--- config.mk ---
export PLATFORM = sky130hd
export DESIGN_NAME = llc_top
export DESIGN_NICKNAME = d
export VERILOG_FILES = /design/src/llc_cfg_pkg.sv /design/src/llc_msg_pkg.sv /design/src/llc_input_arbiter.sv /design/src/llc_tag_store.sv /design/src/llc_data_store.sv /design/src/llc_controller.sv /design/src/llc_top.sv
export SDC_FILE = /design/constraint.sdc
export NUM_CORES = 2
export LEC_CHECK = 0
export BUFFER_PORTS_ARGS = -buffer_cell sky130_fd_sc_hd__buf_2
export CAP_MARGIN = 10
export CORE_MARGIN = 2
export CORE_UTILIZATION = 40
export CTS_CLUSTER_DIAMETER = 200
export CTS_CLUSTER_SIZE = 20
export DETAILED_ROUTE_END_ITERATION = 10
export GPL_TIMING_DRIVEN = 1
export PLACE_DENSITY_LB_ADDON = 0.1
export REMOVE_ABC_BUFFERS = 1
export SLEW_MARGIN = 25
export SYNTH_ARGS = -nofsm -noshare
export SYNTH_HDL_FRONTEND = slang
export SYNTH_SLANG_ARGS = --single-unit
export TNS_END_PERCENT = 1
--- constraint.sdc ---
create_clock -name clk -period 16.55 [get_ports clk]
set_clock_uncertainty 0.15 [all_clocks]
set_input_delay 2.4825 -clock clk [delete_from_list [all_inputs] [get_ports clk]]
set_output_delay 2.4825 -clock clk [all_outputs]
set_load 0.01 [all_outputs]
--- src/llc_cfg_pkg.sv ---
package llc_cfg_pkg;

    localparam int LLC_WAYS   = 2;
    localparam int LLC_SETS   = 8;
    localparam int LINE_WORDS = 4;
    localparam int WORD_BITS  = 32;
    localparam int ADDR_BITS  = 16;

    // Derived field widths of a byte address.
    localparam int BYTE_BITS = $clog2(WORD_BITS / 8);
    localparam int OFF_BITS  = $clog2(LINE_WORDS);
    localparam int SET_BITS  = $clog2(LLC_SETS);
    localparam int WAY_BITS  = $clog2(LLC_WAYS);
    localparam int TAG_BITS  = ADDR_BITS - SET_BITS - OFF_BITS - BYTE_BITS;

endpackage

--- src/llc_msg_pkg.sv ---
package llc_msg_pkg;

    import llc_cfg_pkg::*;

    // One byte address, seen raw or split into its cache fields.
    typedef union packed {
        logic [ADDR_BITS-1:0] word_addr;
        struct packed {
            logic [TAG_BITS-1:0]  tag;
            logic [SET_BITS-1:0]  set;
            logic [OFF_BITS-1:0]  word_off;
            logic [BYTE_BITS-1:0] byte_off;
        } fields;
    } llc_addr_u;

    typedef logic [LINE_WORDS-1:0][WORD_BITS-1:0] line_t;

    typedef enum logic [2:0] {
        RST_SWEEP,
        DECODE,
        READ,
        LOOKUP,
        PROCESS,
        UPDATE,
        RESPOND
    } llc_state_e;

endpackage

--- src/llc_input_arbiter.sv ---
`timescale 1ns/1ps

module llc_input_arbiter
    import llc_cfg_pkg::*;
(
    input  logic                 clk,
    input  logic                 rst,
    input  logic                 cpu_cyc_i,
    input  logic                 cpu_stb_i,
    input  logic                 cpu_we_i,
    input  logic [ADDR_BITS-1:0] cpu_adr_i,
    input  logic [WORD_BITS-1:0] cpu_dat_i,
    output logic [WORD_BITS-1:0] cpu_dat_o,
    output logic                 cpu_ack_o,
    input  logic                 dma_cyc_i,
    input  logic                 dma_stb_i,
    input  logic                 dma_we_i,
    input  logic [ADDR_BITS-1:0] dma_adr_i,
    input  logic [WORD_BITS-1:0] dma_dat_i,
    output logic [WORD_BITS-1:0] dma_dat_o,
    output logic                 dma_ack_o,
    input  logic                 req_done_i,
    input  logic [WORD_BITS-1:0] req_rdata_i,
    output logic                 req_valid_o,
    output logic                 req_dma_o,
    output logic                 req_we_o,
    output logic [ADDR_BITS-1:0] req_adr_o,
    output logic [WORD_BITS-1:0] req_wdata_o
);

    logic cpu_req, dma_req, pick_dma, grant;
    logic busy, last_dma;
    logic [WORD_BITS-1:0] rdata_q;

    assign cpu_req  = cpu_cyc_i & cpu_stb_i;
    assign dma_req  = dma_cyc_i & dma_stb_i;
    assign pick_dma = dma_req & (~cpu_req | ~last_dma); // DMA wins a tie if the CPU went last.
    assign grant    = ~busy & (cpu_req | dma_req);

    always_ff @(posedge clk or negedge rst) begin
        if (!rst) begin
            busy        <= 1'b0;
            last_dma    <= 1'b0;
            req_valid_o <= 1'b0;
            req_dma_o   <= 1'b0;
            cpu_ack_o   <= 1'b0;
            dma_ack_o   <= 1'b0;
        end else begin
            cpu_ack_o <= 1'b0;
            dma_ack_o <= 1'b0;
            if (grant) begin
                busy        <= 1'b1;
                req_valid_o <= 1'b1;
                req_dma_o   <= pick_dma;
                last_dma    <= pick_dma;
            end else if (req_valid_o && req_done_i) begin
                req_valid_o <= 1'b0;
                cpu_ack_o   <= ~req_dma_o;
                dma_ack_o   <= req_dma_o;
            end else if (cpu_ack_o || dma_ack_o) begin
                busy <= 1'b0; // The ack cycle lets the master drop stb.
            end
        end
    end

    always_ff @(posedge clk) begin
        if (grant) begin
            req_we_o    <= pick_dma ? dma_we_i : cpu_we_i;
            req_adr_o   <= pick_dma ? dma_adr_i : cpu_adr_i;
            req_wdata_o <= pick_dma ? dma_dat_i : cpu_dat_i;
        end
        if (req_done_i) begin
            rdata_q <= req_rdata_i;
        end
    end

    assign cpu_dat_o = rdata_q;
    assign dma_dat_o = rdata_q;

endmodule

--- src/llc_tag_store.sv ---
`timescale 1ns/1ps

module llc_tag_store
    import llc_cfg_pkg::*;
(
    input  logic                               clk,
    input  logic                               rst,
    input  logic                               rd_en_i,
    input  logic [SET_BITS-1:0]                rd_set_i,
    input  logic                               wr_en_i,
    input  logic [SET_BITS-1:0]                wr_set_i,
    input  logic [LLC_WAYS-1:0]                wr_way_i,  // One bit per way.
    input  logic                               wr_valid_i,
    input  logic                               wr_dirty_i,
    input  logic [TAG_BITS-1:0]                wr_tag_i,
    input  logic                               evict_wr_en_i,
    input  logic [WAY_BITS-1:0]                evict_way_i,
    output logic [LLC_WAYS-1:0]                rd_valid_o,
    output logic [LLC_WAYS-1:0]                rd_dirty_o,
    output logic [LLC_WAYS-1:0][TAG_BITS-1:0]  rd_tag_o,
    output logic [WAY_BITS-1:0]                rd_evict_way_o
);

    logic [LLC_WAYS-1:0]               valid_mem [LLC_SETS];
    logic [LLC_WAYS-1:0]               dirty_mem [LLC_SETS];
    logic [LLC_WAYS-1:0][TAG_BITS-1:0] tag_mem   [LLC_SETS];
    logic [WAY_BITS-1:0]               evict_mem [LLC_SETS];

    always_ff @(posedge clk) begin
        for (int w = 0; w < LLC_WAYS; w++) begin
            if (wr_en_i && wr_way_i[w]) begin
                valid_mem[wr_set_i][w] <= wr_valid_i;
                dirty_mem[wr_set_i][w] <= wr_dirty_i;
                tag_mem[wr_set_i][w]   <= wr_tag_i;
            end
        end
        if (evict_wr_en_i) begin
            evict_mem[wr_set_i] <= evict_way_i;
        end
        if (rd_en_i) begin
            rd_tag_o <= tag_mem[rd_set_i];
        end
    end

    always_ff @(posedge clk or negedge rst) begin
        if (!rst) begin
            rd_valid_o     <= '0;
            rd_dirty_o     <= '0;
            rd_evict_way_o <= '0;
        end else if (rd_en_i) begin
            rd_valid_o     <= valid_mem[rd_set_i];
            rd_dirty_o     <= dirty_mem[rd_set_i];
            rd_evict_way_o <= evict_mem[rd_set_i];
        end
    end

endmodule

--- src/llc_data_store.sv ---
`timescale 1ns/1ps

module llc_data_store
    import llc_cfg_pkg::*;
    import llc_msg_pkg::*;
(
    input  logic                       clk,
    input  logic                       rd_en_i,
    input  logic [SET_BITS-1:0]        rd_set_i,
    input  logic                       wr_en_i,
    input  logic [SET_BITS-1:0]        wr_set_i,
    input  logic [WAY_BITS-1:0]        wr_way_i,
    input  line_t                      wr_line_i,
    output line_t [LLC_WAYS-1:0]       rd_line_o
);

    line_t [LLC_WAYS-1:0] line_mem [LLC_SETS];

    always_ff @(posedge clk) begin
        if (wr_en_i) begin
            line_mem[wr_set_i][wr_way_i] <= wr_line_i; // Whole line, one way.
        end
        if (rd_en_i) begin
            rd_line_o <= line_mem[rd_set_i];
        end
    end

endmodule

--- src/llc_controller.sv ---
`timescale 1ns/1ps

module llc_controller
    import llc_cfg_pkg::*;
    import llc_msg_pkg::*;
(
    input  logic                               clk,
    input  logic                               rst,
    input  logic                               req_valid_i,
    input  logic                               req_dma_i,
    input  logic                               req_we_i,
    input  logic [ADDR_BITS-1:0]               req_adr_i,
    input  logic [WORD_BITS-1:0]               req_wdata_i,
    output logic                               req_done_o,
    output logic [WORD_BITS-1:0]               req_rdata_o,
    output logic                               rd_en_o,
    output logic [SET_BITS-1:0]                rd_set_o,
    input  logic [LLC_WAYS-1:0]                rd_valid_i,
    input  logic [LLC_WAYS-1:0]                rd_dirty_i,
    input  logic [LLC_WAYS-1:0][TAG_BITS-1:0]  rd_tag_i,
    input  logic [WAY_BITS-1:0]                rd_evict_way_i,
    input  line_t [LLC_WAYS-1:0]               rd_line_i,
    output logic                               tag_wr_en_o,
    output logic [LLC_WAYS-1:0]                tag_wr_way_o,
    output logic [SET_BITS-1:0]                wr_set_o,
    output logic                               wr_valid_o,
    output logic                               wr_dirty_o,
    output logic [TAG_BITS-1:0]                wr_tag_o,
    output logic                               evict_wr_en_o,
    output logic [WAY_BITS-1:0]                evict_way_o,
    output logic                               data_wr_en_o,
    output logic [WAY_BITS-1:0]                data_wr_way_o,
    output line_t                              wr_line_o,
    output logic                               mem_cyc_o,
    output logic                               mem_stb_o,
    output logic                               mem_we_o,
    output logic [ADDR_BITS-1:0]               mem_adr_o,
    output logic [WORD_BITS-1:0]               mem_dat_o,
    input  logic [WORD_BITS-1:0]               mem_dat_i,
    input  logic                               mem_ack_i
);

    llc_state_e state, next_state;
    llc_addr_u req_addr, mem_addr;
    logic [SET_BITS-1:0] sweep_set;
    logic sweep, hit, store_wr, mem_busy, wb_phase, proc_done, hit_q, sel_dirty_q;
    logic [WAY_BITS-1:0] hit_way, sel_way, way_q, evict_q, next_evict;
    logic [TAG_BITS-1:0] sel_tag_q;
    logic [OFF_BITS-1:0] cnt, mem_idx;
    line_t line_buf, upd_line;

    assign req_addr.word_addr = req_adr_i;

    always_ff @(posedge clk or negedge rst) begin
        if (!rst) begin
            state <= RST_SWEEP;
        end else begin
            state <= next_state;
        end
    end

    always_comb begin
        next_state = state;
        case (state)
            RST_SWEEP: if (sweep_set == SET_BITS'(LLC_SETS - 1)) next_state = DECODE;
            DECODE:    if (req_valid_i) next_state = READ;
            READ:      next_state = LOOKUP;
            LOOKUP:    next_state = hit ? UPDATE : PROCESS;
            PROCESS:   if (proc_done) next_state = UPDATE;
            UPDATE:    next_state = RESPOND;
            RESPOND:   next_state = DECODE;
            default:   next_state = DECODE;
        endcase
    end

    always_comb begin
        hit     = 1'b0;
        hit_way = '0;
        for (int w = 0; w < LLC_WAYS; w++) begin
            if (rd_valid_i[w] && rd_tag_i[w] == req_addr.fields.tag) begin
                hit     = 1'b1;
                hit_way = WAY_BITS'(w);
            end
        end
    end

    assign sel_way    = hit ? hit_way : rd_evict_way_i;
    assign next_evict = (evict_q == WAY_BITS'(LLC_WAYS - 1)) ? '0 : evict_q + 1'b1;

    always_ff @(posedge clk or negedge rst) begin
        if (!rst) begin
            sweep_set   <= '0;
            hit_q       <= 1'b0;
            way_q       <= '0;
            evict_q     <= '0;
            sel_dirty_q <= 1'b0;
            wb_phase    <= 1'b0;
            proc_done   <= 1'b0;
            cnt         <= '0;
            mem_busy    <= 1'b0;
        end else begin
            if (sweep) begin
                sweep_set <= sweep_set + 1'b1;
            end
            if (state == LOOKUP) begin
                hit_q       <= hit;
                way_q       <= sel_way;
                evict_q     <= rd_evict_way_i;
                sel_dirty_q <= rd_dirty_i[sel_way];
                wb_phase    <= !hit && !req_dma_i && rd_valid_i[sel_way] && rd_dirty_i[sel_way];
                proc_done   <= 1'b0;
                cnt         <= '0;
            end
            if (state == PROCESS) begin
                if (!mem_busy) begin
                    mem_busy <= !proc_done; // Stb stays low for a cycle between words.
                end else if (mem_ack_i) begin
                    mem_busy <= 1'b0;
                    if (req_dma_i) begin
                        proc_done <= 1'b1;
                    end else begin
                        cnt <= cnt + 1'b1;
                        if (cnt == OFF_BITS'(LINE_WORDS - 1)) begin
                            wb_phase  <= 1'b0;
                            proc_done <= !wb_phase; // The fill follows a writeback.
                        end
                    end
                end
            end
        end
    end

    always_ff @(posedge clk) begin
        if (state == LOOKUP) begin
            line_buf  <= rd_line_i[sel_way];
            sel_tag_q <= rd_tag_i[sel_way];
        end else if (state == PROCESS && mem_busy && mem_ack_i && !mem_we_o) begin
            line_buf[mem_idx] <= mem_dat_i;
        end
        if (state == UPDATE) begin
            req_rdata_o <= upd_line[req_addr.fields.word_off];
        end
    end

    always_comb begin
        upd_line = line_buf;
        if (req_we_i) begin
            upd_line[req_addr.fields.word_off] = req_wdata_i;
        end
    end

    assign sweep    = (state == RST_SWEEP);
    assign store_wr = (state == UPDATE) && (hit_q || !req_dma_i); // DMA misses never allocate.

    assign rd_en_o       = (state == READ);
    assign rd_set_o      = req_addr.fields.set;
    assign tag_wr_en_o   = sweep || store_wr;
    assign tag_wr_way_o  = sweep ? '1 : (LLC_WAYS'(1) << way_q);
    assign wr_set_o      = sweep ? sweep_set : req_addr.fields.set;
    assign wr_valid_o    = !sweep;
    assign wr_dirty_o    = !sweep && ((hit_q && sel_dirty_q) || req_we_i);
    assign wr_tag_o      = req_addr.fields.tag;
    assign evict_wr_en_o = sweep || (state == UPDATE && !hit_q && !req_dma_i);
    assign evict_way_o   = sweep ? '0 : next_evict;
    assign data_wr_en_o  = store_wr;
    assign data_wr_way_o = way_q;
    assign wr_line_o     = upd_line;
    assign req_done_o    = (state == RESPOND);

    always_comb begin
        mem_addr = req_addr;
        mem_addr.fields.byte_off = '0;
        if (!req_dma_i) begin
            mem_addr.fields.word_off = cnt;
            if (wb_phase) begin
                mem_addr.fields.tag = sel_tag_q; // Victim line address.
            end
        end
    end

    assign mem_idx   = req_dma_i ? req_addr.fields.word_off : cnt;
    assign mem_cyc_o = mem_busy;
    assign mem_stb_o = mem_busy;
    assign mem_we_o  = req_dma_i ? req_we_i : wb_phase;
    assign mem_adr_o = mem_addr.word_addr;
    assign mem_dat_o = req_dma_i ? req_wdata_i : line_buf[cnt];

endmodule

--- src/llc_top.sv ---
`timescale 1ns/1ps

module llc_top
    import llc_cfg_pkg::*;
    import llc_msg_pkg::*;
(
    input  logic                 clk,
    input  logic                 rst,
    input  logic                 cpu_cyc_i,
    input  logic                 cpu_stb_i,
    input  logic                 cpu_we_i,
    input  logic [ADDR_BITS-1:0] cpu_adr_i,
    input  logic [WORD_BITS-1:0] cpu_dat_i,
    output logic [WORD_BITS-1:0] cpu_dat_o,
    output logic                 cpu_ack_o,
    input  logic                 dma_cyc_i,
    input  logic                 dma_stb_i,
    input  logic                 dma_we_i,
    input  logic [ADDR_BITS-1:0] dma_adr_i,
    input  logic [WORD_BITS-1:0] dma_dat_i,
    output logic [WORD_BITS-1:0] dma_dat_o,
    output logic                 dma_ack_o,
    output logic                 mem_cyc_o,
    output logic                 mem_stb_o,
    output logic                 mem_we_o,
    output logic [ADDR_BITS-1:0] mem_adr_o,
    output logic [WORD_BITS-1:0] mem_dat_o,
    input  logic [WORD_BITS-1:0] mem_dat_i,
    input  logic                 mem_ack_i
);

    logic req_valid, req_dma, req_we, req_done;
    logic [ADDR_BITS-1:0] req_adr;
    logic [WORD_BITS-1:0] req_wdata, req_rdata;
    logic rd_en, tag_wr_en, wr_valid, wr_dirty, evict_wr_en, data_wr_en;
    logic [SET_BITS-1:0] rd_set, wr_set;
    logic [LLC_WAYS-1:0] tag_wr_way, rd_valid, rd_dirty;
    logic [TAG_BITS-1:0] wr_tag;
    logic [LLC_WAYS-1:0][TAG_BITS-1:0] rd_tag;
    logic [WAY_BITS-1:0] evict_way, rd_evict_way, data_wr_way;
    line_t wr_line;
    line_t [LLC_WAYS-1:0] rd_line;

    llc_input_arbiter arbiter_u (
        .clk, .rst,
        .cpu_cyc_i, .cpu_stb_i, .cpu_we_i, .cpu_adr_i, .cpu_dat_i, .cpu_dat_o, .cpu_ack_o,
        .dma_cyc_i, .dma_stb_i, .dma_we_i, .dma_adr_i, .dma_dat_i, .dma_dat_o, .dma_ack_o,
        .req_done_i(req_done), .req_rdata_i(req_rdata),
        .req_valid_o(req_valid), .req_dma_o(req_dma), .req_we_o(req_we),
        .req_adr_o(req_adr), .req_wdata_o(req_wdata)
    );

    llc_controller controller_u (
        .clk, .rst,
        .req_valid_i(req_valid), .req_dma_i(req_dma), .req_we_i(req_we),
        .req_adr_i(req_adr), .req_wdata_i(req_wdata),
        .req_done_o(req_done), .req_rdata_o(req_rdata),
        .rd_en_o(rd_en), .rd_set_o(rd_set),
        .rd_valid_i(rd_valid), .rd_dirty_i(rd_dirty), .rd_tag_i(rd_tag),
        .rd_evict_way_i(rd_evict_way), .rd_line_i(rd_line),
        .tag_wr_en_o(tag_wr_en), .tag_wr_way_o(tag_wr_way), .wr_set_o(wr_set),
        .wr_valid_o(wr_valid), .wr_dirty_o(wr_dirty), .wr_tag_o(wr_tag),
        .evict_wr_en_o(evict_wr_en), .evict_way_o(evict_way),
        .data_wr_en_o(data_wr_en), .data_wr_way_o(data_wr_way), .wr_line_o(wr_line),
        .mem_cyc_o, .mem_stb_o, .mem_we_o, .mem_adr_o, .mem_dat_o, .mem_dat_i, .mem_ack_i
    );

    llc_tag_store tag_store_u (
        .clk, .rst,
        .rd_en_i(rd_en), .rd_set_i(rd_set),
        .wr_en_i(tag_wr_en), .wr_set_i(wr_set), .wr_way_i(tag_wr_way),
        .wr_valid_i(wr_valid), .wr_dirty_i(wr_dirty), .wr_tag_i(wr_tag),
        .evict_wr_en_i(evict_wr_en), .evict_way_i(evict_way),
        .rd_valid_o(rd_valid), .rd_dirty_o(rd_dirty), .rd_tag_o(rd_tag),
        .rd_evict_way_o(rd_evict_way)
    );

    llc_data_store data_store_u (
        .clk,
        .rd_en_i(rd_en), .rd_set_i(rd_set),
        .wr_en_i(data_wr_en), .wr_set_i(wr_set), .wr_way_i(data_wr_way),
        .wr_line_i(wr_line),
        .rd_line_o(rd_line)
    );

endmodule

==> results.yml <==
power:
  power_switching_mw: 3.96
  peakVddDrop_mv: 0.116
  clkPwrFrac: 0.270
  combPwrFrac: 0.164
  internal_power_mw: 10.9
  switching_share: 0.267
  power.density_mw_per_mm2: 124
  p_leak_nw: 36.2
  power_frac_seq: 0.566
cts:
  clkLatencyLatePin_ns: 0.85
  cts_buffers: 156
  ctsHoldBuffers: 0
  tritoncts: "yes"
  cts_resized: 0
  clk_pin_slew_ns: 0.09
  clk_path_buf_depth: 3
  htree_num_levels: 4
  cts-root-buf: "clkbuf_16"
  clkSinkCount: 2779
  post_cts_buffers: 0
run:
  drv_cap: 0
drt:
  route.vias.total: 52500
  wl_per_cell_um: 34.0
  drc: 0
  dr.pass1.iters: 5
  drt-initial-drc-count: 5272
  postRouteAntennaNets: 0
  routed_via_density: 5.92
  drt-total-wl_mm: 301
setup_path:
  required_ns: 13.92
  cpMaxStageDelayCell: "dfrtp_4"
  critPathTopFamily: "buffers and inverters"
  startpoint_type: "flip-flop"
  worst_setup_path_end_kind: "output port"
  crit_chain: "buf_4, inv_1, o21ai_0, buf_2"
  cpPeakStageDelay_ns: 0.76
  path_max_fanout: 25
  worstSetupPathType: "reg -> out"
  path_buf_inv: 3
  arrival_ns: 3.65
grt:
  grt_overflow: 0
  grt_antenna_before_repair: 16
  gr-usage-all-layers: 0.217
  grt_pass1_vias: 53800
  grt_max_degree: 148
  grt_first_pass_wirelength_mm: 423
synth:
  yosys.area.top_type: "edfxtp_1"
  ys_top_cells_by_count: "2754 x edfxtp_1, 622 x mux4_2, 525 x mux2_2, 170 x clkbuf_1, 149 x nand2_1"
  syn_inst: 5038
  async_flop_share: 0.00900
  synth_edf_count: 2754
  yosysUniqueCellTypes: 48
  yosysMostFrequentCell: "edfxtp_1"
  syn_area_mm2: 0.110
  yosys_warnings: 0
  synth_seq_cells: 2779
  synth_top_area_share: 0.753
  ys.flop_type: "edfxtp_1"
  synthTopCellsByArea: "edfxtp_1 75%, mux4_2 13%, mux2_2 5.4%"
  avgSynthCellArea_um2: 21.8
  seq_area_frac_synth: 0.759
sta:
  tightest_slew_ns: 1.18
  final.setup.tns_ns: 0
  finalSetupViolCount: 0
  hold_slack_ns: 0.269
  finalHoldViolCount: 0
  rsz0062_at_grt: "no"
  slew_violations: 0
  timing.fmax_mhz: 159
  period_needed_ns: 6.29
  finalCritPeriodShare: 0.380
  maxSlewHeadroom: 0.213
floorplanning:
  io_pins: 254
  die_y_um: 528
  die_x_um: 528
  coreArea_mm2: 0.273
  rows: 192
  design.die.area_mm2: 0.279
  start_util: 0.402
placed_design:
  placed_cells: 8674
  dp_hpwl_mm: 148
  place.gp.congestion: 0.713
  port_buffers: 247
run_status:
  status: "complete, no violations"
layout:
  layout.cells.non_filler: 8868
  synthToLayoutAreaGrowth_pct: 9.19
  fin_nets: 5384
  layout-drive-gt1-share: 0.332
hold_path:
  min_path_type: "reg -> reg"
cell families (layout without fill, tap and decap cells):
group / Yosys count / after routing / share of synthesized area
AO/OA/AOI/OAI: 302 / 302 / 0.0215
XOR/XNOR: 19 / 19 / 0.00152
adder cells (fa/ha/maj): 4 / 4 / 0.000456
buffers and inverters: 358 / 590 / 0.0152
flip-flops: 2779 / 2779 / 0.759
multiplexers: 1166 / 1166 / 0.183
other: 1 / 10 / 0.0000342
AND/OR/NAND/NOR: 409 / 409 / 0.0190
metrics by stage:
step | utilization | area (µm²) | setup WS, ns | total power [mW]
3_3_place_gp | 0.423 | 116000 | 10.65 | 11.0
4_1_cts | 0.438 | 120000 | 10.15 | 15.0
2_1_floorplan | - | 108000 | -14.10 | 10.5
5_1_grt | 0.438 | 120000 | 10.16 | 15.4
3_5_place_dp | 0.423 | 116000 | 10.66 | 11.0
6_report | 0.438 | 120000 | 10.26 | 14.8
final cells by class:
cell class              count  area, µm²
inverters                  12       52.6
fillers                 23300     154000
flip-flops and latches   2779      83300
clock buffers             181       4170
well taps                3589       4490
diodes                      8       20.0
repair buffers            392       2630
clock inverters             5       62.6
multi-input cells        1902      25100
registers in the layout, indices dropped and copies added, names as in the netlist, 2 cells and up:
| signal | flops |
|---|---|
| tag_store_u.rd_valid_o | 2 |
| arbiter_u.cpu_dat_o | 32 |
| tag_store_u.tag_mem | 144 |
| controller_u.sel_tag_q | 9 |
| controller_u.cnt | 2 |
| tag_store_u.dirty_mem | 16 |
| controller_u.req_rdata_o | 32 |
| tag_store_u.rd_tag_o | 18 |
| controller_u.sweep_set | 3 |
| controller_u.line_buf | 128 |
| controller_u.state | 3 |
| tag_store_u.evict_mem | 8 |
| tag_store_u.rd_dirty_o | 2 |
| arbiter_u.req_wdata_o | 32 |
| tag_store_u.valid_mem | 16 |
| data_store_u.line_mem | 2048 |
| arbiter_u.req_adr_o | 14 |
| data_store_u.rd_line_o | 256 |
worst paths after layout:
kind | endpoint | cells after the start | slack (ns) | startpoint
worst max-delay path | mem_adr_o[3] | 4 | 10.26 | controller_u.cnt[1]$_DFF_PN0_
max in group asynchronous | controller_u.cnt[0]$_DFF_PN0_ | 1 | 14.22 | rst
worst min register to register | arbiter_u.cpu_dat_o[23]$_DFFE_PN_ | 0 | 0.27 | controller_u.req_rdata_o[23]$_DFFE_PN_
worst min-delay path | arbiter_u.cpu_dat_o[23]$_DFFE_PN_ | 0 | 0.27 | controller_u.req_rdata_o[23]$_DFFE_PN_
min in group asynchronous | arbiter_u.cpu_ack_o$_DFF_PN0_ | 1 | 1.51 | rst
worst max register to register | data_store_u.rd_line_o[175]$_DFFE_PP_ | 8 | 10.87 | arbiter_u.req_adr_o[4]$_DFFE_PP_
routing by layer:
layer / track usage / up-vias / routed length (µm)
met5: 0 / - / 13
met4: 0.0468 / 2 / 5900
met3: 0.0254 / 272 / 15300
met2: 0.353 / 1467 / 146000
met1: 0.314 / 29300 / 134000
li1: - / 21400 / -
cells in the final DEF (no fill, tap or decap), types with 3 or more instances in the layout:
cell | synthesis | routed
mux2_2 | 525 | 525
ha_1 | 4 | 4
inv_1 | 11 | 11
diode_2 | 0 | 8
o21ai_4 | 0 | 4
o21ai_0 | 10 | 6
edfxtp_1 | 2754 | 2754
buf_4 | 50 | 121
inv_6 | 0 | 3
dfrtp_1 | 25 | 22
and2_1 | 33 | 33
mux2_1 | 9 | 9
a31oi_1 | 5 | 4
dfrtp_4 | 0 | 3
a21oi_1 | 15 | 14
nand2_1 | 149 | 149
nor2_4 | 0 | 17
a2bb2oi_1 | 128 | 128
nand2b_1 | 6 | 6
mux4_2 | 622 | 622
clkbuf_1 | 170 | 17
nor2_1 | 63 | 45
nand3_1 | 5 | 3
nor2b_1 | 4 | 3
o211ai_1 | 129 | 129
buf_12 | 0 | 23
mux2i_1 | 10 | 10
xor2_1 | 17 | 17
buf_2 | 108 | 247
clkbuf_16 | 0 | 164
nand4_1 | 130 | 130
nand3b_1 | 3 | 3
power by group through the flow:
stage | Clock [mW] | Combinational (mW) | Sequential, mW
finish | 4.00 | 2.43 | 8.40
global route | 4.34 | 2.60 | 8.43
CTS | 4.13 | 2.48 | 8.40
detailed placement | 0 | 2.48 | 8.56
global placement | 0 | 2.45 | 8.56
floorplan | 0 | 1.80 | 8.70
No activity file was read; power rests on OpenSTA's default activity.
